$ cat config.mk
export PLATFORM = sky130hd
export DESIGN_NAME = vcr_output_port
export DESIGN_NICKNAME = d
export VERILOG_FILES = /design/src/rtl/vcr_pkg.sv /design/src/rtl/vcr_output_port.sv
export SDC_FILE = /design/constraint.sdc
export NUM_CORES = 1
export LEC_CHECK = 0
export ABC_AREA = 1
export BUFFER_PORTS_ARGS = -buffer_cell sky130_fd_sc_hd__buf_2
export CAP_MARGIN = 40
export CELL_PAD_IN_SITES_DETAIL_PLACEMENT = 0
export CELL_PAD_IN_SITES_GLOBAL_PLACEMENT = 1
export CORE_MARGIN = 2
export CORE_UTILIZATION = 26
export CTS_CLUSTER_SIZE = 30
export DETAILED_ROUTE_END_ITERATION = 7
export PLACE_DENSITY_LB_ADDON = 0.1
export SLEW_MARGIN = 20
export SYNTH_ARGS = -nofsm -noshare
export SYNTH_HDL_FRONTEND = slang
export SYNTH_SLANG_ARGS = --single-unit
$ cat constraint.sdc
create_clock -name clk -period 3.2 [get_ports clk]
set_input_delay 0 -clock clk [delete_from_list [all_inputs] [get_ports clk]]
set_output_delay 0 -clock clk [all_outputs]
set_load 0.05 [all_outputs]
$ cat src/rtl/vcr_pkg.sv
// router sizes, port enumeration, address and header structs, payload union, flit channel, credit
package vcr_pkg;

   // ----------------------------------------------------------
   // sizes
   // ----------------------------------------------------------

   // x-minus, x-plus, y-minus, y-plus and local
   localparam int num_ports = 5;

   // two VCs on every port
   localparam int num_vcs = 2;

   // 4x4 mesh, so two address bits per dimension
   localparam int dim_addr_width = 2;

   // flit payload width
   localparam int flit_data_width = 32;

   // ----------------------------------------------------------
   // indices
   // ----------------------------------------------------------

   // port numbering used by route and crossbar select
   typedef enum logic [2:0] {
      port_xminus = 3'd0,
      port_xplus  = 3'd1,
      port_yminus = 3'd2,
      port_yplus  = 3'd3,
      port_local  = 3'd4
   } port_idx_t;

   typedef logic [0:0] vc_idx_t;

   // ----------------------------------------------------------
   // flit format
   // ----------------------------------------------------------

   // router coordinates in the mesh
   typedef struct packed {
      logic [dim_addr_width-1:0] x;
      logic [dim_addr_width-1:0] y;
   } router_addr_t;

   // head flit payload, destination in the upper bits
   typedef struct packed {
      router_addr_t                                dest;
      logic [flit_data_width-2*dim_addr_width-1:0] tag;
   } route_header_t;

   // read as header when the flit has head set, as raw data otherwise
   typedef union packed {
      route_header_t              header;
      logic [flit_data_width-1:0] data;
   } flit_payload_u;

   // one link cycle, 36 bits
   typedef struct packed {
      logic          valid;
      logic          head;
      logic          tail;
      vc_idx_t       vc;
      flit_payload_u payload;
   } flit_channel_t;

   // credit return, one per flit drained from a buffer
   typedef struct packed {
      logic    valid;
      vc_idx_t vc;
   } credit_t;

endpackage

$ cat src/rtl/vcr_output_port.sv
// output port with crossbar column, output-VC ownership, credit counters and channel register
`timescale 1ns/1ns

module vcr_output_port
   import vcr_pkg::*;
#(
   parameter int buffer_depth = 4
)
(
   input  logic                 clk,
   input  logic                 rst_n,
   input  flit_channel_t        flit_in [num_ports],
   input  logic [num_ports-1:0] sw_sel,
   input  logic                 sw_valid,
   input  logic [num_vcs-1:0]   vc_claim,
   input  credit_t              credit_in,
   output flit_channel_t        channel_out,
   output logic [num_vcs-1:0]   ovc_free,
   output logic [num_vcs-1:0]   credit_avail
);

   localparam int cnt_w = $clog2(buffer_depth + 1);

   flit_channel_t      xbar_flit;
   logic [cnt_w-1:0]   credits [num_vcs];
   logic [num_vcs-1:0] owned;

   // ----------------------------------------------------------
   // crossbar column, AND-OR mux on the one-hot select
   // ----------------------------------------------------------
   always_comb
   begin
      xbar_flit = '0;
      for (int ip = 0; ip < num_ports; ip++)
      begin
         if (sw_sel[ip])
            xbar_flit = xbar_flit | flit_in[ip];
      end
      xbar_flit.valid = sw_valid;
   end

   // registered link toward the downstream router
   always_ff @(posedge clk or negedge rst_n)
   begin
      if (!rst_n)
         channel_out <= '0;
      else
         channel_out <= xbar_flit;
   end

   // ----------------------------------------------------------
   // per-VC credits and ownership
   // ----------------------------------------------------------
   for (genvar v = 0; v < num_vcs; v++)
   begin : ovcs
      logic sent;
      logic returned;

      assign sent     = xbar_flit.valid && (xbar_flit.vc == vc_idx_t'(v));
      assign returned = credit_in.valid && (credit_in.vc == vc_idx_t'(v));

      // counter starts at the downstream buffer depth
      always_ff @(posedge clk or negedge rst_n)
      begin
         if (!rst_n)
            credits[v] <= cnt_w'(buffer_depth);
         else if (sent && !returned)
            credits[v] <= credits[v] - 1'b1;
         else if (returned && !sent)
            credits[v] <= credits[v] + 1'b1;
      end

      // claimed by a head grant, released as the tail goes out
      always_ff @(posedge clk or negedge rst_n)
      begin
         if (!rst_n)
            owned[v] <= 1'b0;
         else if (vc_claim[v])
            owned[v] <= 1'b1;
         else if (sent && xbar_flit.tail)
            owned[v] <= 1'b0;
      end

      assign credit_avail[v] = (credits[v] != '0);
   end

   assign ovc_free = ~owned;

endmodule

After elaboration in Yosys (flattened, before gate mapping)

Cells that the tools add are included.
W data, S select, Z words.

Bits in registers: 44

Bitwise logic cells: 7
Reductions and logical operators: 20
Muxes and demuxes: 13
$add $sub $neg: 4

Operator list:

| operator              | number |
|---|---|
| $mux W35              | 5 |
| $or A35 B35 Y35       | 4 |
| $mux W3               | 4 |
| $logic_and A1 B1 Y1   | 10 |
| $reduce_bool A2 Y1    | 4 |
| $add A3 B1 Y3 const B | 2 |
| $reduce_bool A3 Y1    | 2 |
| $sub A3 B1 Y3 const B | 2 |
| $logic_not A1 Y1      | 4 |
| $mux W1               | 4 |
| $not A1 Y1            | 2 |
| $not A2 Y2            | 1 |

Logic depth before layout (Yosys ltp)

Depth in word-level cells: 15
Gate-level depth with buffers: 13
Mapped depth without buffers: 12

Worst setup path after synthesis

Ideal clock, no wire load.

Path type: input -> register
Start point: input port sw_sel[1]
End point: register credits[5] (netlist name)
Path slack: 1764 ps
Required time: 3125 ps
Arrival: 1362 ps
Cell stages on the path: 13
Path through: buf_6 -> nand2_2 -> nand2_2 -> nor2_4 -> nand2_4 -> nor2_1 -> ha_1 -> inv_1 -> fa_1 -> nor2_1 -> nor2_1 -> nand2_1 -> xor2_1

RTL lines:

| what                            | line                  | RTL |
|---|---|---|
| from (decl)                     | vcr_output_port.sv:13 | `input logic [num_ports-1:0] sw_sel,` |
| to (signal, indexed assignment) | vcr_output_port.sv:66 | `credits[v] <= cnt_w'(buffer_depth);` |
| to (signal, indexed assignment) | vcr_output_port.sv:68 | `credits[v] <= credits[v] - 1'b1;` |
| to (signal, indexed assignment) | vcr_output_port.sv:70 | `credits[v] <= credits[v] + 1'b1;` |
| to (decl)                       | vcr_output_port.sv:25 | `logic [cnt_w-1:0] credits [num_vcs];` |

==> impl_results.rst <==
.. list-table::
   :header-rows: 1

   * - Metric
     - Value
   * - Slew @ Worst Pin
     - 592 ps
   * - IO Pins
     - 232
   * - Crit path DAT
     - 1990 ps
   * - Predominant post-synthesis flop cell
     - dfrtp_1
   * - Achievable clock frequency
     - 555 MHz
   * - Total of fill cells in the finished design
     - 1015
   * - Run status
     - complete, no violations
   * - Startpoint-to-endpoint class of the critical path
     - input port to flop
   * - Fin Clk Skew
     - 1.38 ps
   * - Core area
     - 0.00973 mm²
   * - Overall routed net length
     - 11000 µm
   * - Initial drt markers
     - 135
   * - Global placement routability congestion
     - 0.766
   * - Worst-case register-to-register setup slack
     - 1860 ps
   * - Crit path capture type
     - flop
   * - Number of distinct library cells after synthesis
     - 23
   * - Most repeated cell in the gate-level netlist after synthesis
     - nand2_1
   * - Global-route wire length before repair
     - 17300 µm
   * - Filler-free cell count of the finished design
     - 804
   * - Worst EP required
     - 3390 ps
   * - Die outline width
     - 104 µm
   * - Post-synthesis sequential element count
     - 44
   * - Leakage power summed over all cells
     - 2.52 nW
   * - Router iterations before antenna repair
     - 4
   * - Count of antenna diodes in the layout
     - 0
   * - Initial antenna violation count
     - 0
   * - EDFF count, synth
     - 0
   * - Maximum number of buffers from clock root to sink
     - 2
   * - Largest area contributor in the synthesized netlist
     - dfrtp_1
   * - Synth area leaders
     - dfrtp_1, nand2_1, nand3_1
   * - Average footprint of a synthesized cell
     - 7.22 µm²
   * - HPWL after detailed placement
     - 7270 µm
   * - Synthesis-to-finish area growth
     - 84.6%
   * - Die height
     - 104 µm
   * - Starting density of the core
     - 0.267
   * - Cells after synthesis
     - 360
   * - Class of the tightest hold or removal check
     - input port to asynchronous set/reset pin
   * - Startpoint type of the worst setup path
     - input port
   * - Netlist Area Pre-Place
     - 0.00260 mm²
   * - Headroom to the max-slew limit
     - 0.605
   * - Final nets
     - 866
   * - Die Footprint
     - 0.0108 mm²
   * - Number of H-tree levels
     - 2
   * - Unrepaired setup endpoints after global routing
     - no
   * - Crit path max fanout
     - 1
   * - Wire per inst
     - 13.7 µm
   * - Row cnt
     - 36
   * - Setup violation total in the final timing report
     - 0
   * - Routed vias/inst
     - 4.32
   * - Final hold violation count
     - 0
   * - Post-synthesis async set-or-reset flop share
     - 1.00
   * - Placement-stage cell area
     - 0.00378 mm²
   * - Worst IR drop on VDD
     - 0.258 mV
   * - Overall power of the completed layout
     - 1.87 mW
   * - Total number of clock tree sinks
     - 44
   * - Via count
     - 3470
   * - Fraction of post-synthesis cell area in the top cell type by area
     - 0.404
   * - Post-Place Cells
     - 705
   * - Clock buffer count from CTS
     - 5
   * - Shortest clock period the worst path allows after layout
     - 1800 ps
   * - Antenna-violating nets left
     - 0
   * - Clock insertion delay at the later pin of the skew report
     - 300 ps
   * - Post-route DRC
     - 0
   * - Fraction of final layout cells with drive strength greater than 1
     - 0.386
   * - Count of maximum capacitance violations
     - 0
   * - Fin. max-slew vios
     - 0
   * - Setup Total Neg Slack
     - 0 ps
   * - Share of the yosys chip area belonging to registers
     - 0.424
   * - Clock input transition at the sequential cells of the worst setup and hold paths
     - 90 ps
   * - Setup ws final
     - 1400 ps
   * - Synthesized net count
     - 556
   * - Buffers added on ports
     - 226
   * - Pre-CTS setup slack
     - 1650 ps
   * - Number of global-route vias before repair
     - 3574
   * - Cell area power density
     - 390 mW/mm²
   * - Total Routing Usage GR
     - 0.200
   * - Cell chosen for the clock root
     - clkbuf_8
   * - Post-route fraction of the period consumed by the critical path
     - 0.563
   * - TritonCTS clock tree
     - done
   * - Maximum number of pins on one net before global-route repair
     - 42
   * - Area of all placed cells without fillers
     - 0.00480 mm²
   * - Yosys warns
     - 0
   * - Grt ovf
     - 0
   * - Post-synth top cells
     - nand2_1, dfrtp_1, nand3_1, a21oi_1, inv_1
path summary, 6_finish.rpt:
path,from,cells past startpoint,end
max,flit_in[66],6,channel_out[30]
min,rst_n,2,channel_out[20]
max reg2reg,credits[0],4,credits[2]
min reg2reg,credits[3],1,credits[3]
max in group asynchronous,rst_n,3,channel_out[15]
min in group clk,flit_in[68],5,channel_out[32]
final cells by class:
type	instances	area, µm²	area share
clock buffers	5	68.8	0.0143
clock inverters	3	42.5	0.00887
inverters	15	56.3	0.0117
multi-input cells	281	1270	0.265
flip-flops and latches	44	1100	0.230
well taps	133	166	0.0347
repair buffers	323	2090	0.435
logic make-up after synthesis:
kind of cell / count (synthesis) / share of synthesized area
simple gates: 236 / 0.378
flops: 44 / 0.424
compound gates: 36 / 0.0693
buf+inv: 35 / 0.0857
xor+xnor: 4 / 0.0135
fa+ha+maj: 4 / 0.0250
mux: 1 / 0.00433
report_power, final:
group | total [mW] | internal [mW] | leakage (nW) | switching, mW
Sequential | 0.677 | 0.641 | 0.456 | 0.0357
Clock | 0.449 | 0.232 | 0.0541 | 0.217
Combinational | 0.745 | 0.322 | 2.01 | 0.424
per-stage QoR:
step,hold slack [ps],util
after floorplan,-296,-
after CTS,5.33,0.493
final,22.0,0.493
after global routing,14.9,0.493
after detailed placement,-191,0.388
after global placement,-192,0.388
cells in the final DEF, fill, tap and decap left out, drive strengths merged:
cell / instances
buf: 232
nand2: 191
dlygate4sd3: 91
dfrtp: 42
nand3: 37
a21oi: 34
inv: 15
nor2: 8
clkbuf: 5
xor2: 2
o21ai: 2
xnor2: 2
fa: 2
ha: 2
dfstp: 2
mux2: 1
clkinvlp: 1
bufinv: 1
clkinv: 1
registers in the layout, indices dropped and copies added (netlist names):
| name | flops |
|---|---|
| owned | 2 |
| credits | 6 |
| channel_out | 36 |
routing by layer:
| metal | share of wire | global-route usage |
|---|---|---|
| met1 | 0.41 | 0.223 |
| met4 | 0.013 | 0.0541 |
| met2 | 0.50 | 0.372 |
| met5 | 0 | 0 |
| met3 | 0.075 | 0.0564 |
critical path, cell delays in order:
cell           delay [ps]
dlygate4sd3_1         560
buf_2                 140
a21oi_1               120
dlygate4sd3_1         560
nand3_1                60
dlygate4sd3_1         560
what timing repair did:
action | in CTS | in global routing
hold buffers | 91 | 0
buffers inserted | 0 | 0
hold endpoints to repair | 79 | 0
resized for setup | 0 | 0
(Power assumes the default switching activity.)
