--- src/rtl/vcr_pkg.sv ---
// router sizes, port enumeration, address and header structs, payload union, flit channel, credit
package vcr_pkg;

   // ----------------------------------------------------------
   // sizes
   // ----------------------------------------------------------

   // x-minus, x-plus, y-minus, y-plus and local
   localparam int num_ports = 5;

   // two VCs on every port
   localparam int num_vcs = 2;

   // 4x4 mesh, so two address bits per dimension
   localparam int dim_addr_width = 2;

   // flit payload width
   localparam int flit_data_width = 32;

   // ----------------------------------------------------------
   // indices
   // ----------------------------------------------------------

   // port numbering used by route and crossbar select
   typedef enum logic [2:0] {
      port_xminus = 3'd0,
      port_xplus  = 3'd1,
      port_yminus = 3'd2,
      port_yplus  = 3'd3,
      port_local  = 3'd4
   } port_idx_t;

   typedef logic [0:0] vc_idx_t;

   // ----------------------------------------------------------
   // flit format
   // ----------------------------------------------------------

   // router coordinates in the mesh
   typedef struct packed {
      logic [dim_addr_width-1:0] x;
      logic [dim_addr_width-1:0] y;
   } router_addr_t;

   // head flit payload, destination in the upper bits
   typedef struct packed {
      router_addr_t                                dest;
      logic [flit_data_width-2*dim_addr_width-1:0] tag;
   } route_header_t;

   // read as header when the flit has head set, as raw data otherwise
   typedef union packed {
      route_header_t              header;
      logic [flit_data_width-1:0] data;
   } flit_payload_u;

   // one link cycle, 36 bits
   typedef struct packed {
      logic          valid;
      logic          head;
      logic          tail;
      vc_idx_t       vc;
      flit_payload_u payload;
   } flit_channel_t;

   // credit return, one per flit drained from a buffer
   typedef struct packed {
      logic    valid;
      vc_idx_t vc;
   } credit_t;

endpackage

--- src/rtl/vcr_input_port.sv ---
// input port with per-VC flit FIFOs, dimension-order routing, packet state, credit return, errors
`timescale 1ns/1ns

module vcr_input_port
   import vcr_pkg::*;
#(
   parameter int buffer_depth = 4
)
(
   input  logic               clk,
   input  logic               rst_n,
   input  router_addr_t       router_address,
   input  flit_channel_t      channel_in,
   input  logic [num_vcs-1:0] vc_gnt,
   input  logic               sw_gnt,
   input  vc_idx_t            sw_gnt_vc,
   output port_idx_t          route [num_vcs],
   output logic [num_vcs-1:0] head_pending,
   output logic [num_vcs-1:0] flit_ready,
   output flit_channel_t      flit_out,
   output credit_t            credit_out,
   output logic               error_flag
);

   localparam int ptr_w = $clog2(buffer_depth);
   localparam int cnt_w = $clog2(buffer_depth + 1);

   // idle: no packet at the buffer head
   // waiting: head flit asked for its output VC and lost
   // active: output VC held until the tail leaves
   typedef enum logic [1:0] {
      vc_idle,
      vc_waiting,
      vc_active
   } vc_state_t;

   flit_channel_t      front [num_vcs];
   logic [num_vcs-1:0] err_full;
   logic [num_vcs-1:0] err_orphan;

   for (genvar v = 0; v < num_vcs; v++)
   begin : vcs
      flit_channel_t    mem [buffer_depth];
      logic [ptr_w-1:0] rd_ptr;
      logic [ptr_w-1:0] wr_ptr;
      logic [cnt_w-1:0] count;
      logic             arrive;
      logic             full;
      logic             push;
      logic             pop;
      logic             in_pkt;
      vc_state_t        state;
      port_idx_t        route_c;
      port_idx_t        route_q;
      router_addr_t     dest;

      // ----------------------------------------------------------
      // arrival side
      // ----------------------------------------------------------
      assign arrive = channel_in.valid && (channel_in.vc == vc_idx_t'(v));
      assign full   = (count == cnt_w'(buffer_depth));

      // upstream overran its credits
      assign err_full[v] = arrive && full;
      // body or tail with no open packet on this VC
      assign err_orphan[v] = arrive && !channel_in.head && !in_pkt;

      // offending flits are dropped so the buffer stays well formed
      assign push = arrive && !full && (channel_in.head || in_pkt);
      assign pop  = sw_gnt && (sw_gnt_vc == vc_idx_t'(v));

      always_ff @(posedge clk)
      begin
         if (push)
         begin
            mem[wr_ptr] <= channel_in;
         end
      end

      always_ff @(posedge clk or negedge rst_n)
      begin
         if (!rst_n)
         begin
            rd_ptr <= '0;
            wr_ptr <= '0;
            count  <= '0;
            in_pkt <= 1'b0;
         end
         else
         begin
            if (push)
            begin
               wr_ptr <= (wr_ptr == ptr_w'(buffer_depth - 1)) ? '0 : wr_ptr + 1'b1;
               // packet stays open from head to tail
               in_pkt <= !channel_in.tail;
            end
            if (pop)
            begin
               rd_ptr <= (rd_ptr == ptr_w'(buffer_depth - 1)) ? '0 : rd_ptr + 1'b1;
            end
            case ({push, pop})
               2'b10:   count <= count + 1'b1;
               2'b01:   count <= count - 1'b1;
               default: count <= count;
            endcase
         end
      end

      // ----------------------------------------------------------
      // routing and packet state
      // ----------------------------------------------------------
      assign front[v] = mem[rd_ptr];
      assign dest     = front[v].payload.header.dest;

      // x first, then y, equal address goes to the local port
      always_comb
      begin
         if (dest.x > router_address.x)
            route_c = port_xplus;
         else if (dest.x < router_address.x)
            route_c = port_xminus;
         else if (dest.y > router_address.y)
            route_c = port_yplus;
         else if (dest.y < router_address.y)
            route_c = port_yminus;
         else
            route_c = port_local;
      end

      always_ff @(posedge clk or negedge rst_n)
      begin
         if (!rst_n)
         begin
            state   <= vc_idle;
            route_q <= port_local;
         end
         else
         begin
            if (vc_gnt[v])
            begin
               route_q <= route_c;
            end
            case (state)
               vc_idle:
                  if (head_pending[v])
                     state <= vc_gnt[v] ? vc_active : vc_waiting;
               vc_waiting:
                  if (vc_gnt[v])
                     state <= vc_active;
               default:
                  if (pop && front[v].tail)
                     state <= vc_idle;
            endcase
         end
      end

      // body flits follow the route latched from their head
      assign route[v]        = (state == vc_active) ? route_q : route_c;
      assign head_pending[v] = (state != vc_active) && (count != '0) && front[v].head;
      assign flit_ready[v]   = (state == vc_active) && (count != '0);
   end

   // ----------------------------------------------------------
   // crossbar feed and credit return
   // ----------------------------------------------------------
   always_comb
   begin
      flit_out       = front[sw_gnt_vc];
      flit_out.valid = sw_gnt;
      flit_out.vc    = sw_gnt_vc;
   end

   // one credit per drained flit, a cycle after it leaves
   always_ff @(posedge clk or negedge rst_n)
   begin
      if (!rst_n)
      begin
         credit_out <= '0;
      end
      else
      begin
         credit_out.valid <= sw_gnt;
         credit_out.vc    <= sw_gnt_vc;
      end
   end

   assign error_flag = |{err_full, err_orphan};

endmodule

--- config.mk ---
export PLATFORM = sky130hd
export DESIGN_NAME = vcr_input_port
export DESIGN_NICKNAME = d
export VERILOG_FILES = /design/src/rtl/vcr_pkg.sv /design/src/rtl/vcr_input_port.sv
export SDC_FILE = /design/constraint.sdc
export NUM_CORES = 1
export LEC_CHECK = 0
export CAP_MARGIN = 20
export CELL_PAD_IN_SITES_DETAIL_PLACEMENT = 0
export CELL_PAD_IN_SITES_GLOBAL_PLACEMENT = 2
export CORE_AREA = 4 4 167 153
export CTS_CLUSTER_SIZE = 16
export DETAILED_ROUTE_END_ITERATION = 10
export DIE_AREA = 0 0 171 157
export DONT_BUFFER_PORTS = 1
export HOLD_SLACK_MARGIN = 0.1
export PLACE_DENSITY = 0.78
export SETUP_SLACK_MARGIN = 0.2
export SLEW_MARGIN = 10
export SYNTH_ARGS = -nofsm -noshare
export SYNTH_HDL_FRONTEND = slang
export SYNTH_SLANG_ARGS = --single-unit
--- constraint.sdc ---
create_clock -name clk -period 3.9 [get_ports clk]
set_input_delay 0.585 -clock clk [delete_from_list [all_inputs] [get_ports clk]]
set_output_delay 0.585 -clock clk [all_outputs]
set_load 0.01 [all_outputs]
* Word-level counts from Yosys, hierarchy flattened *
Memories as Yosys holds them, arrays and structs flattened.
Cells that the tools add are included.
Widths: inputs -> output; s select.

word-level totals
  memories = 2
  bits in read-only memories = 0
  output and inout port bits = 49
  word-level logic and storage cells = 130
  input port bits = 46
  bits in latches = 0
  bits in registers = 28
  bits in writable memories = 288

operators by class
  add/sub/neg operators = 8
  reduce and logical (&&, ||, !) cells = 41
  mux-type cells = 33
  shift operators = 0
  multipliers = 0
  eq/ne operators = 20
  bitwise logic cells = 3
  div/mod/pow operators = 0
  order comparisons = 9

memories
  memory      depth  bits a word  rd ports  clocked after Yosys merged registers in  wr ports  RTL line              source
  vcs[0].mem  4      36           1         0                                        1         vcr_input_port.sv:43  flit_channel_t mem [buffer_depth];
  vcs[1].mem  4      36           1         0                                        1         vcr_input_port.sv:43

operator list
  cell                 count
  $mux 35              3
  $mux 3               10
  $mux 2               12
  $logic_and 1x1->1    22
  $eq 2x2->1 const B   8
  $ne 2x2->1 const B   6
  $pmux 3 s2           2
  $reduce_bool 3->1    4
  $add 2x1->2 const B  4
  $eq 2x1->1 const B   4
  $gt 2x2->1           4
  $lt 2x2->1           4
  $pmux 2 s2           2
  $add 3x1->3 const B  2
  $eq 3x3->1 const B   2
  $logic_not 1->1      6
  $reduce_and 3->1     2
  $sub 3x1->3 const B  2
  $logic_not 2->1      2
  $mux 1               4
  $reduce_bool 2->1    2
  $reduce_or 4->1      1
  $ge 2x2->1 const B   1
  $logic_or 1x1->1     2
  other kinds (2)      3

* Depth between registers and ports, before layout *
An unclocked memory read counts as a cell.

  depth after elaboration = 7
  depth in mapped cells = 11

* Worst setup path before layout *
No wires, ideal clock.

  path type = flip-flop to output port
  start point = register vcs[0].rd_ptr[0]
  end point = output port route[3] (netlist name)
  path buffers = 1
  path slack = 1315 ps
  required time = 3315 ps
  cell stages (with the launch flop) = 8
  arrival time = 2000 ps
  cells stage by stage = dfrtp_1 buf_6 mux4_1 ha_1 nor2b_1 o21ai_0 a31oi_1 mux2_2

RTL lines
  item                    RTL line              source
  start, declared         vcr_input_port.sv:44  logic [ptr_w-1:0] rd_ptr;
  start signal, assigned  vcr_input_port.sv:99  rd_ptr <= (rd_ptr == ptr_w'(buffer_depth - 1)) ? '0 : rd_ptr + 1'b1;
  end, declared           vcr_input_port.sv:17  output port_idx_t route [num_vcs],

==> impl_metrics.csv <==
group,metric,value,unit
logic_synthesis,synthFlopType,"edfxtp_1",
global_route,grt_start_max_net_pins,42,
worst_hold_path,hp-class,"input port to flop",
logic_synthesis,synth_top_cell_by_area,"edfxtp_1",
placed_design,place.port_buffers,0,
detailed_routing,dr.pass1.iters,4,
power_and_ir_drop,p_per_area,657,mW/mm²
setup_path,reg2reg_slack,1.55,ns
global_route,grt_pass1_wl,36200,µm
sta,layout_worst_path_cycle_share,87.2,%
placed_design,placed_area,0.0126,mm²
final_layout,drive_gt1_share,19.3,%
final_layout,fin_area,0.0138,mm²
power_and_ir_drop,ir_drop,0.357,mV
worst_hold_path,min_to,"vcs[1].in_pkt",
logic_synthesis,yosys.area_share.adder,2.37,%
cts,ctsHoldBuffers,30,
sta,finalMaxSlewViolations,0,
sta,worst_pin_slew,0.644,ns
floorplan,core_area,0.0239,mm²
cts,clkTransAtPathRegs,0.07,ns
final_layout,finalNetCount,688,
logic_synthesis,yosys_warnings,0,
final_layout,fillers,1774,
global_route,grt_remaining_overflow,0,
cts,clock_sinks,300,
detailed_routing,drtIter0Drc,356,
sta,period_needed,3.40,ns
sta,fin_skew,0.0127,ns
detailed_routing,final_antenna_net_count,0,
sta,fin_ws,0.501,ns
detailed_routing,via_per_inst,5.83,
logic_synthesis,syn_area,0.0122,mm²
final_layout,post-route-util,57.8,%
sta,finalSetupTns,0,ns
final_layout,final-seq-area,0.00887,mm²
logic_synthesis,async_reset_ff_share,9.33,%
final_layout,multiInputGateArea,0.00313,mm²
global_route,grt_pass1_vias,5904,
sta,grt_setup_unrepaired,"false",
setup_path,end_kind,"output pin",
detailed_routing,drc,0,
setup_path,slowest_delay,0.63,ns
floorplan,row_count,54,
logic_synthesis,seq_area_frac_synth,72.4,%
global_route,grtUsageTotal,18.1,%
floorplan,die-height,157,µm
logic_synthesis,syn_nets,636,
detailed_routing,post_drt_wl_per_cell,25.3,µm
sta,setup_viol,0,
logic_synthesis,synth_edf_count,272,
setup_path,cp.arrival,2.81,ns
cts,post_cts_resized,0,
cts,cts_htree_levels,1,
setup_path,cpMaxStageDelayCell,"mux4_1",
global_route,antenna_found_initial,0,
floorplan,io_pins,95,
placed_design,place_hpwl,13700,µm
logic_synthesis,ys_types,37,
setup_path,reg2reg_from,"vcs[1].count[0]",
sta,clock.fmax,294,MHz
floorplan,die_w,171,µm
cts,cts_buffers,30,
logic_synthesis,synth_top_family_by_area,"multiplexers",
final_layout,syn_to_final_growth,12.9,%
setup_path,critPathMaxFanout,12,
logic_synthesis,ys_ff_latch,300,
cts,postCtsSetupRepairBufs,0,
cts,clock_latency,0.55,ns
detailed_routing,wirelength,24100,µm
setup_path,reg2reg_depth,5,
setup_path,worst-setup-path-type,"flop to output pin",
logic_synthesis,yosys-mux-area-fraction,19.5,%
sta,hold_viol,0,
power_and_ir_drop,power.leakage,0.00482,µW
final_layout,antenna_cells,0,
floorplan,die_area,0.0268,mm²
cts,cts-root-buf,"clkbuf_16",
cts,cts_tree,"built",
logic_synthesis,netlist_instances,568,
setup_path,r2r-end,"vcs[1].mem[2][19]",
outcome,outcome,"completed",
placed_design,gp_congestion,0.738,
setup_path,path_cells,"mux4_1 -> ha_1 -> nor2b_1 -> o21ai_0 -> a31oi_1 -> mux2_2",
placed_design,dpl_worst_slack,1.06,ns
cts,clockBufferDepth,3,
sta,slew_headroom,57.0,%
logic_synthesis,synth.avg_cell_area,21.6,µm²
logic_synthesis,synth.most_common_cell,"edfxtp_1",
worst_hold_path,min_from,"channel_in[33]",
power_and_ir_drop,total_power,9090,µW
logic_synthesis,synth_compound_area_share,1.17,%
floorplan,initial_utilization,51.2,%
logic_synthesis,yosys.area_share.simple,2.02,%
logic_synthesis,netlist_top_cells_count,"edfxtp_1, mux4_1, mux2_2, dfrtp_1, inv_1",
setup_path,crit_required,3.31,ns
logic_synthesis,synth-xor-area-share,0.429,%
worst_hold_path,hold_depth,1,
logic_synthesis,ys_top_cells_by_area,"edfxtp_1, mux4_1, dfrtp_1",
logic_synthesis,synth_top_cell_area_share,66.7,%
run,max_cap_viol_count,0,
setup_path,startpoint_type,"flop",
detailed_routing,vias,5543,
-- worst max-delay path, delay by kind of cell (launching register included) --
family,cells,cell delay [ns]
DFF,1,0.59
muxes,2,0.94
adders and majority gates,1,0.32
and+or+nand+nor,1,0.14
AOI/OAI and AO/OA,2,0.27
-- cell usage in the layout (no fill, tap or decap), drive strengths merged --
cell,n
a21boi,1
a21o,1
a21oi,3
a311oi,1
a31oi,6
and2,9
and3,2
and3b,1
buf,15
bufinv,2
clkbuf,36
clkinv,13
clkinvlp,3
dfrtp,26
dfstp,2
dlygate4sd3,29
edfxtp,272
fa,2
ha,20
inv,23
mux2,51
mux2i,4
mux4,68
nand2,9
nand2b,5
nand3,2
nor2,9
nor2b,4
nor3,3
nor3b,2
o211ai,2
o21ai,7
o311a,1
o31ai,1
or3,1
xnor2,2
xor2,4
-- layout make-up --
cell class	instances	area share, %
Sequential cell	300	64.2
Multi-Input combinational cell	221	22.7
Clock buffer	36	5.59
Timing Repair Buffer	44	3.00
Tap cell	308	2.79
Clock inverter	18	1.16
Inverter	23	0.624
-- sequential cells by signal, summed over array words and instances, names as in the netlist --
signal and cells:
vcs.mem 272, vcs.count 6, vcs.route_q 6, vcs.rd_ptr 4
vcs.state 4, vcs.wr_ptr 4, credit_out 2, vcs.in_pkt 2
-- worst max-delay path by stage --
stage / end / cells after the start / start / slack, ns
2_1_floorplan: route[3] / 7 / vcs[0].rd_ptr[0] / 1.32
6_report: route[3] / 6 / vcs[0].rd_ptr[0] / 0.50
3_3_place_gp: route[3] / 6 / vcs[0].rd_ptr[0] / 1.03
5_1_grt: route[3] / 6 / vcs[0].rd_ptr[0] / 0.36
4_1_cts: route[3] / 6 / vcs[0].rd_ptr[0] / 0.47
3_5_place_dp: route[3] / 6 / vcs[0].rd_ptr[0] / 1.06
-- per-layer routing --
layer,wire [µm],track usage (%),vias up
li1,-,-,2476
met1,9700,23.7,2877
met2,12200,31.0,159
met3,1700,4.50,31
met4,414,3.92,0
met5,0,0,-
-- metrics by stage --
step | hold WS [ns] | std cells
after floorplan | 0.289 | 568
after CTS | 0.100 | 950
after detailed placement | 0.290 | 866
after global placement | 0.290 | 866
after global routing | 0.103 | 950
final | 0.123 | 950
-- logic make-up (layout without fill, tap and decap cells) --
kind of cell | count (synthesis) | in the layout
AO/OA/AOI/OAI | 23 | 23
XOR/XNOR | 6 | 6
adder cells (fa/ha/maj) | 22 | 22
buffers and inverters | 47 | 121
flip-flops | 300 | 300
multiplexers | 123 | 123
AND/OR/NAND/NOR | 47 | 47
-- power by group --
group	internal [µW]	switching [µW]
combinational	1050	1200
sequential	3920	216
clock	1550	1160
total	6510	2570
(Power assumes the default switching activity.)
